===== config.mk =====
export PLATFORM = sky130hd
export DESIGN_NAME = spi_master
export DESIGN_NICKNAME = d
export VERILOG_FILES = /design/src/hdl/spi_pkg.sv /design/src/hdl/spi_clk_gen.sv /design/src/hdl/spi_cmd_ctrl.sv /design/src/hdl/spi_master.sv /design/src/hdl/spi_rx_shift.sv /design/src/hdl/spi_tx_shift.sv
export VERILOG_INCLUDE_DIRS = /design/src /design/src/hdl
export SDC_FILE = /design/constraint.sdc
export NUM_CORES = 1
export LEC_CHECK = 0
export BUFFER_PORTS_ARGS = -buffer_cell sky130_fd_sc_hd__buf_2
export CAP_MARGIN = 20
export CELL_PAD_IN_SITES_DETAIL_PLACEMENT = 2
export CELL_PAD_IN_SITES_GLOBAL_PLACEMENT = 2
export CORE_UTILIZATION = 35
export CTS_CLUSTER_DIAMETER = 60
export DETAILED_ROUTE_END_ITERATION = 6
export HOLD_SLACK_MARGIN = 0.15
export PLACE_DENSITY_LB_ADDON = 0.1
export SLEW_MARGIN = 20
export SYNTH_ARGS = -nofsm -noshare
export SYNTH_HDL_FRONTEND = slang
export SYNTH_SLANG_ARGS = --single-unit

===== constraint.sdc =====
create_clock -name clk -period 2.2 [get_ports clk]
set_input_delay 0.33 -clock clk [delete_from_list [all_inputs] [get_ports clk]]
set_output_delay 0.33 -clock clk [all_outputs]
set_load 0.01 [all_outputs]

===== src/hdl/spi_config.svh =====
`ifndef SPI_CONFIG_SVH
`define SPI_CONFIG_SVH

// Length of the command word whose MSB selects write (1) or read (0).
`define SPI_CMD_WIDTH  12

// Bits clocked back from the slave on a read.
`define SPI_READ_WIDTH 8

// Cycles of clk per sclk half-period.
`define SPI_CLK_DIV    4

`endif


===== src/hdl/spi_pkg.sv =====
`include "spi_config.svh"

package spi_pkg;

  typedef logic [`SPI_CMD_WIDTH-1:0]  cmd_word_t;
  typedef logic [`SPI_READ_WIDTH-1:0] read_word_t;
  typedef logic [4:0]                 bit_cnt_t;   // Counts up to 20 rising edges.

  typedef struct packed {
    logic       rw;     // 1 means write.
    logic [2:0] addr;
    logic [7:0] wdata;
  } spi_cmd_t;

  typedef struct packed {
    logic half;         // Every half-period boundary.
    logic rise;         // sclk goes high.
    logic fall;         // sclk goes low.
  } spi_edge_t;

  typedef enum logic [2:0] {
    IDLE,
    SETUP,
    SHIFT_CMD,
    SHIFT_READ,
    HOLD,
    DONE
  } spi_state_e;

endpackage


===== src/hdl/spi_clk_gen.sv =====
`timescale 1ns/10ps
`include "spi_config.svh"

module spi_clk_gen (
  input  logic               clk,
  input  logic               rst_n,
  input  logic               run,
  input  logic               sclk_en,
  output logic               sclk,
  output spi_pkg::spi_edge_t sclk_edge
);

  localparam int DIV_W = $clog2(`SPI_CLK_DIV);

  logic [DIV_W-1:0] div_cnt;
  logic             half;

  assign half = run && (div_cnt == DIV_W'(`SPI_CLK_DIV - 1));

  always_ff @(posedge clk or negedge rst_n)
  begin
    if (!rst_n)
      div_cnt <= '0;
    else if (!run || half)
      div_cnt <= '0;     // Restart the half-period.
    else
      div_cnt <= div_cnt + 1'b1;
  end

  always_ff @(posedge clk or negedge rst_n)
  begin
    if (!rst_n)
      sclk <= 1'b0;
    else if (!sclk_en)
      sclk <= 1'b0;      // Mode 0 idles low.
    else if (half)
      sclk <= ~sclk;
  end

  // Strobes lead the pin by the register stage, so users act on the same clk edge.
  assign sclk_edge.half = half;
  assign sclk_edge.rise = half && sclk_en && !sclk;
  assign sclk_edge.fall = half && sclk_en && sclk;

endmodule


===== src/hdl/spi_cmd_ctrl.sv =====
`timescale 1ns/10ps
`include "spi_config.svh"

module spi_cmd_ctrl (
  input  logic               clk,
  input  logic               rst_n,
  input  spi_pkg::spi_cmd_t  cmd,
  input  logic               cmd_vld,
  output logic               cmd_rdy,
  output logic               cs,
  input  spi_pkg::spi_edge_t sclk_edge,
  output logic               run,
  output logic               sclk_en,
  output logic               load,
  output spi_pkg::spi_cmd_t  cmd_q,
  output logic               shift_en,
  output logic               capture_en,
  output logic               commit
);

  import spi_pkg::*;

  localparam bit_cnt_t CMD_BITS = bit_cnt_t'(`SPI_CMD_WIDTH);
  localparam bit_cnt_t ALL_BITS = bit_cnt_t'(`SPI_CMD_WIDTH + `SPI_READ_WIDTH);

  spi_state_e state;
  spi_state_e state_nxt;
  bit_cnt_t   bit_cnt;
  bit_cnt_t   last_bit;
  logic       accept;

  assign accept   = cmd_vld && cmd_rdy;
  assign last_bit = cmd_q.rw ? CMD_BITS : ALL_BITS;   // Reads clock 8 more bits.

  always_comb
  begin
    state_nxt = state;
    case (state)
      IDLE:
      begin
        if (cmd_vld)
          state_nxt = SETUP;
      end
      SETUP:
      begin
        if (sclk_edge.rise)
          state_nxt = SHIFT_CMD;                      // First rise ends setup.
      end
      SHIFT_CMD:
      begin
        if (sclk_edge.fall && bit_cnt == CMD_BITS)
          state_nxt = (bit_cnt == last_bit) ? HOLD : SHIFT_READ;
      end
      SHIFT_READ:
      begin
        if (sclk_edge.fall && bit_cnt == last_bit)
          state_nxt = HOLD;
      end
      HOLD:
      begin
        if (sclk_edge.half)
          state_nxt = DONE;
      end
      DONE:
      begin
        state_nxt = IDLE;
      end
      default:
      begin
        state_nxt = IDLE;
      end
    endcase
  end

  always_ff @(posedge clk or negedge rst_n)
  begin
    if (!rst_n)
    begin
      state   <= IDLE;
      cs      <= 1'b1;
      load    <= 1'b0;
      bit_cnt <= '0;
    end
    else
    begin
      state <= state_nxt;
      cs    <= (state_nxt == IDLE) || (state_nxt == DONE);
      load  <= accept;                               // First SETUP cycle.
      if (accept)
        bit_cnt <= '0;
      else if (sclk_edge.rise)
        bit_cnt <= bit_cnt + 1'b1;
    end
  end

  always_ff @(posedge clk)
  begin
    if (accept)
      cmd_q <= cmd;
  end

  assign cmd_rdy    = (state == IDLE);
  assign run        = (state == SETUP) || (state == SHIFT_CMD) ||
                      (state == SHIFT_READ) || (state == HOLD);
  assign sclk_en    = (state == SETUP) || (state == SHIFT_CMD) || (state == SHIFT_READ);
  assign shift_en   = (state == SHIFT_CMD) || (state == SHIFT_READ);
  assign capture_en = (state == SHIFT_READ);
  assign commit     = (state == DONE) && !cmd_q.rw;  // Reads only.

endmodule


===== src/hdl/spi_master.sv =====
`timescale 1ns/10ps

module spi_master (
  input  logic                clk,
  input  logic                rst_n,
  input  spi_pkg::cmd_word_t  cmd_in,
  input  logic                cmd_vld,
  output logic                cmd_rdy,
  output logic                sclk,
  output logic                cs,
  output logic                mosi,
  input  logic                miso,
  output logic                read_vld,
  output spi_pkg::read_word_t read_data
);

  import spi_pkg::*;

  spi_edge_t sclk_edge;
  spi_cmd_t  cmd_q;
  logic      run;
  logic      sclk_en;
  logic      load;
  logic      shift_en;
  logic      capture_en;
  logic      commit;

  spi_cmd_ctrl u_ctrl (
    .clk        (clk),
    .rst_n      (rst_n),
    .cmd        (spi_cmd_t'(cmd_in)),
    .cmd_vld    (cmd_vld),
    .cmd_rdy    (cmd_rdy),
    .cs         (cs),
    .sclk_edge  (sclk_edge),
    .run        (run),
    .sclk_en    (sclk_en),
    .load       (load),
    .cmd_q      (cmd_q),
    .shift_en   (shift_en),
    .capture_en (capture_en),
    .commit     (commit)
  );

  spi_clk_gen u_clk_gen (
    .clk       (clk),
    .rst_n     (rst_n),
    .run       (run),
    .sclk_en   (sclk_en),
    .sclk      (sclk),
    .sclk_edge (sclk_edge)
  );

  spi_tx_shift u_tx (
    .clk       (clk),
    .rst_n     (rst_n),
    .load      (load),
    .cmd       (cmd_q),
    .shift_en  (shift_en),
    .sclk_edge (sclk_edge),
    .mosi      (mosi)
  );

  spi_rx_shift u_rx (
    .clk        (clk),
    .rst_n      (rst_n),
    .miso       (miso),
    .capture_en (capture_en),
    .commit     (commit),
    .sclk_edge  (sclk_edge),
    .read_data  (read_data),
    .read_vld   (read_vld)
  );

endmodule


===== src/hdl/spi_rx_shift.sv =====
`timescale 1ns/10ps
`include "spi_config.svh"

module spi_rx_shift (
  input  logic                clk,
  input  logic                rst_n,
  input  logic                miso,
  input  logic                capture_en,
  input  logic                commit,
  input  spi_pkg::spi_edge_t  sclk_edge,
  output spi_pkg::read_word_t read_data,
  output logic                read_vld
);

  import spi_pkg::*;

  read_word_t rx_q;

  always_ff @(posedge clk)
  begin
    if (capture_en && sclk_edge.rise)
      rx_q <= {rx_q[`SPI_READ_WIDTH-2:0], miso};  // Sampled on rising sclk.
  end

  always_ff @(posedge clk or negedge rst_n)
  begin
    if (!rst_n)
    begin
      read_vld  <= 1'b0;
      read_data <= '0;
    end
    else
    begin
      read_vld <= commit;
      if (commit)
        read_data <= rx_q;                         // Held until the next read.
    end
  end

endmodule


===== src/hdl/spi_tx_shift.sv =====
`timescale 1ns/10ps
`include "spi_config.svh"

module spi_tx_shift (
  input  logic               clk,
  input  logic               rst_n,
  input  logic               load,
  input  spi_pkg::spi_cmd_t  cmd,
  input  logic               shift_en,
  input  spi_pkg::spi_edge_t sclk_edge,
  output logic               mosi
);

  import spi_pkg::*;

  cmd_word_t tx_q;

  always_ff @(posedge clk or negedge rst_n)
  begin
    if (!rst_n)
      tx_q <= '0;
    else if (load)
      tx_q <= cmd_word_t'(cmd);
    else if (shift_en && sclk_edge.fall)
      tx_q <= {tx_q[`SPI_CMD_WIDTH-2:0], 1'b0};   // Zeros fill in behind.
  end

  assign mosi = tx_q[`SPI_CMD_WIDTH-1];            // MSB first.

endmodule


==> impl_summary.log <==
[metrics] maximum level of the CTS H-tree: 2
[metrics] starting DRC count in detailed routing: 46
[metrics] clock-pin transition on the worst setup and hold timing paths: 0.10 ns
[metrics] Slowest-stage cell, CP: sky130_fd_sc_hd__and4b_1
[metrics] total negative setup slack: 0 ns
[metrics] number of nets in the synthesized netlist: 186
[metrics] mean cell area of the mapped netlist: 13.2 um2
[metrics] Hold Slack: 0.199 ns
[metrics] Hold/Removal Path Class: in -> reg
[metrics] Chip Height: 81.5 um
[metrics] total inserted antenna cells: 0
[metrics] power per cell area: 1040 nW/um2
[metrics] proportion of synthesized flip-flops having asynchronous set or reset: 63.0%
[metrics] synthesis warning total: 0
[metrics] critical path fanouts, max: 8
[metrics] total wire length after detailed routing: 4.47 mm
[metrics] post-DP HPWL: 3.16 mm
[metrics] kind of end point of the critical path: flip-flop
[metrics] clock sink count: 54
[metrics] time the worst path needs with I/O delays and setup: 1.80 ns
[metrics] core occupancy in the finished layout: 42.4%
[metrics] CTS root buf: sky130_fd_sc_hd__clkbuf_8
[metrics] die outline area: 6630 um2
[metrics] start-to-end type of the worst setup path: reg -> reg
[metrics] Resized Gates After CTS: 0
[metrics] number of CTS-inserted buffers: 5
[metrics] buffer and inverter count on the worst path: 0
[metrics] sequential element share of the synthesized area: 65.7%
[metrics] pin count of the biggest net entering global routing: 35
[metrics] post-synthesis cell count: 167
[metrics] nets@finish: 217
[metrics] total power consumption of the routed design: 2.64 mW
[metrics] Netlist cell types: 32
[metrics] core region area: 5990 um2
[metrics] Worst EP arrival: 1.76 ns
[metrics] critical path launch point type: flip-flop
[metrics] unrepaired setup endpoints after global routing: false
[metrics] number of nets with antenna violations after detailed routing: 0
[metrics] final period utilization: 81.9%
[metrics] flip-flop and latch count after synthesis: 54
[metrics] routed wirelength normalized by instance count: 16.3 um
[metrics] total vias in the final route: 1386
[metrics] via count of the first global-routing pass: 1487
[metrics] Max-cap violations: 0
[metrics] leakage: 1.15 nW
[metrics] wire length of the first global-routing pass: 7.31 mm
[metrics] GR Util All Layers: 15.0%
[metrics] ports placed on the boundary: 29
[metrics] fin cells: 274
[metrics] clock skew after layout: 0.0101 ns
[metrics] number of failing hold endpoints at the final stage: 0
[metrics] number of hold buffers added after cts: 1
[metrics] post-DR vias/cell: 5.06
[metrics] Residual DRC: 0
[metrics] starting density of the core: 36.9%
[metrics] Detailed Routing Iterations Pass 1: 4
[metrics] final number of max-transition violations: 0
[metrics] cell family with the largest share of critical-path delay: simple AND/OR/NAND/NOR gates
[metrics] series of cell instances along the critical path: ha_1 > nor2b_1 > and4b_1
[metrics] status: complete, no violations
[metrics] transition time at the pin with the least slew margin: 0.799 ns
[metrics] floorplan row count: 28
[metrics] area of the mapped netlist: 2210 um2
[metrics] number of endpoints failing setup at the final stage: 0
[metrics] Setup Fix Bufs, Post-CTS: 0
[metrics] clock insertion delay at the later pin of the skew report: 0.30 ns
[metrics] number of antenna violations at the first check in global routing: 0
[metrics] leftover overflow at the end of global routing: 0
[metrics] number of buffer cells added on primary ports: 28
[metrics] number of flops mapped to enable cells by yosys: 20
[metrics] Synth Flop Type: sky130_fd_sc_hd__dfrtp_1
[metrics] Clock Tree Buf Depth: 2
[metrics] Final GP Congestion: 0.746
[metrics] worst slew slack as a fraction of its limit: 46.7%
[metrics] share of cells above drive strength 1: 25.6%
[metrics] Cells after DPL: 265
[metrics] Layout Area Growth over Synthesis: 14.9%
[metrics] Achievable Freq: 0.555 GHz
[metrics] required time reported for the critical path endpoint: 2.16 ns
[metrics] worst ir drop on vdd: 463 uV
[metrics] die extent in x: 81.5 um
[metrics] CTS tree: done
[metrics] CP peak stage delay: 0.49 ns
-- cell usage in the layout, fill, tap and decap left out, types with 2 or more instances in the layout --
cell type	n
sky130_fd_sc_hd__nor2_1	8
sky130_fd_sc_hd__nand4b_1	2
sky130_fd_sc_hd__and2_1	4
sky130_fd_sc_hd__nor3_1	3
sky130_fd_sc_hd__a211oi_1	2
sky130_fd_sc_hd__buf_2	28
sky130_fd_sc_hd__and4b_1	2
sky130_fd_sc_hd__nand3b_1	3
sky130_fd_sc_hd__nor2b_1	2
sky130_fd_sc_hd__o21bai_1	2
sky130_fd_sc_hd__nand2_1	14
sky130_fd_sc_hd__clkbuf_8	5
sky130_fd_sc_hd__o21ai_0	17
sky130_fd_sc_hd__dfrtp_1	33
sky130_fd_sc_hd__nand4_1	3
sky130_fd_sc_hd__mux2_2	8
sky130_fd_sc_hd__xnor2_1	2
sky130_fd_sc_hd__edfxtp_1	20
sky130_fd_sc_hd__ha_1	3
sky130_fd_sc_hd__mux2i_1	12
sky130_fd_sc_hd__inv_1	3
sky130_fd_sc_hd__buf_4	5
sky130_fd_sc_hd__a21oi_1	2
sky130_fd_sc_hd__xor2_1	3
-- flip-flops by register name, summed over array words and instances, names as in the netlist, 2 cells and up --
signal / cells
u_ctrl.bit_cnt: 5
u_ctrl.state: 3
u_ctrl.cmd_q: 12
u_rx.read_data: 8
u_clk_gen.div_cnt: 2
u_tx.tx_q: 12
u_rx.rx_q: 8
-- cell type report --
cell class              instances  area [um2]
fillers                       623        3450
flip-flops and latches         54        1450
multi-input cells             100         704
repair buffers                 34         188
well taps                      75        93.8
clock buffers                   5        68.8
clock inverters                 3        20.0
inverters                       3        11.3
-- synthesized netlist by cell type, types with 3 or more instances --
cell type / count / area (um2)
sky130_fd_sc_hd__nor2_1: 8 / 30.0
sky130_fd_sc_hd__and2_1: 4 / 25.0
sky130_fd_sc_hd__mux2i_1: 12 / 120
sky130_fd_sc_hd__mux2_2: 8 / 90.1
sky130_fd_sc_hd__nor3_1: 3 / 15.0
sky130_fd_sc_hd__inv_1: 3 / 11.3
sky130_fd_sc_hd__ha_1: 3 / 37.5
sky130_fd_sc_hd__buf_2: 3 / 15.0
sky130_fd_sc_hd__dfrtp_1: 33 / 826
sky130_fd_sc_hd__edfxtp_1: 20 / 601
sky130_fd_sc_hd__xor2_1: 3 / 26.3
sky130_fd_sc_hd__clkbuf_1: 7 / 26.3
sky130_fd_sc_hd__nand4_1: 3 / 18.8
sky130_fd_sc_hd__nand3b_1: 3 / 22.5
sky130_fd_sc_hd__nand2_1: 14 / 52.6
sky130_fd_sc_hd__o21ai_0: 17 / 85.1
-- worst register-to-register path, cell delays in order (launching register included) --
cell                      delay, ns
sky130_fd_sc_hd__dfrtp_1       0.37
sky130_fd_sc_hd__ha_1          0.31
sky130_fd_sc_hd__nor2b_1       0.31
sky130_fd_sc_hd__and4b_1       0.49
-- per-stage QoR --
step	worst slack, ns	cell area [um2]
after floorplan	0.233	2210
after global placement	0.447	2440
after detailed placement	0.371	2440
after CTS	0.353	2540
after global routing	0.241	2540
final	0.398	2540
-- metal layers --
| metal | GRT usage, % | up-vias | wire [um] |
|---|---|---|---|
| li1 | - | 652 | - |
| met4 | 4.82 | 0 | 27 |
| met3 | 3.00 | 2 | 123 |
| met5 | 0 | - | 0 |
| met1 | 17.0 | 709 | 1980 |
| met2 | 27.9 | 23 | 2340 |
-- power by group --
| part | total (mW) | switching (mW) | internal, mW |
|---|---|---|---|
| clock network | 0.541 | 0.317 | 0.225 |
| registers | 1.47 | 0.186 | 1.29 |
| logic | 0.632 | 0.346 | 0.287 |
-- worst paths after layout --
check,endpoint,startpoint,depth (start not counted),slack [ns]
max,u_rx.rx_q[1],u_clk_gen.div_cnt[0],3,0.40
min,u_ctrl.cmd_q[9],cmd_in[9],1,0.20
max reg2reg,u_rx.rx_q[1],u_clk_gen.div_cnt[0],3,0.40
min reg2reg,u_clk_gen.div_cnt[0],u_clk_gen.div_cnt[0],1,0.46
max in group asynchronous,u_ctrl.state[2],rst_n,2,1.05
min in group asynchronous,u_ctrl.bit_cnt[1],rst_n,2,0.65
-- kinds of logic after synthesis --
logic type,count (synthesis),synth area share [%]
AOI/OAI and AO/OA,27,7.25
xor gates and xnor gates,5,1.98
adders and majority gates,3,1.70
buffers and inverters,13,2.38
DFF,54,65.7
muxes,21,10.2
and+or+nand+nor,44,10.8
(Power assumes the default switching activity.)
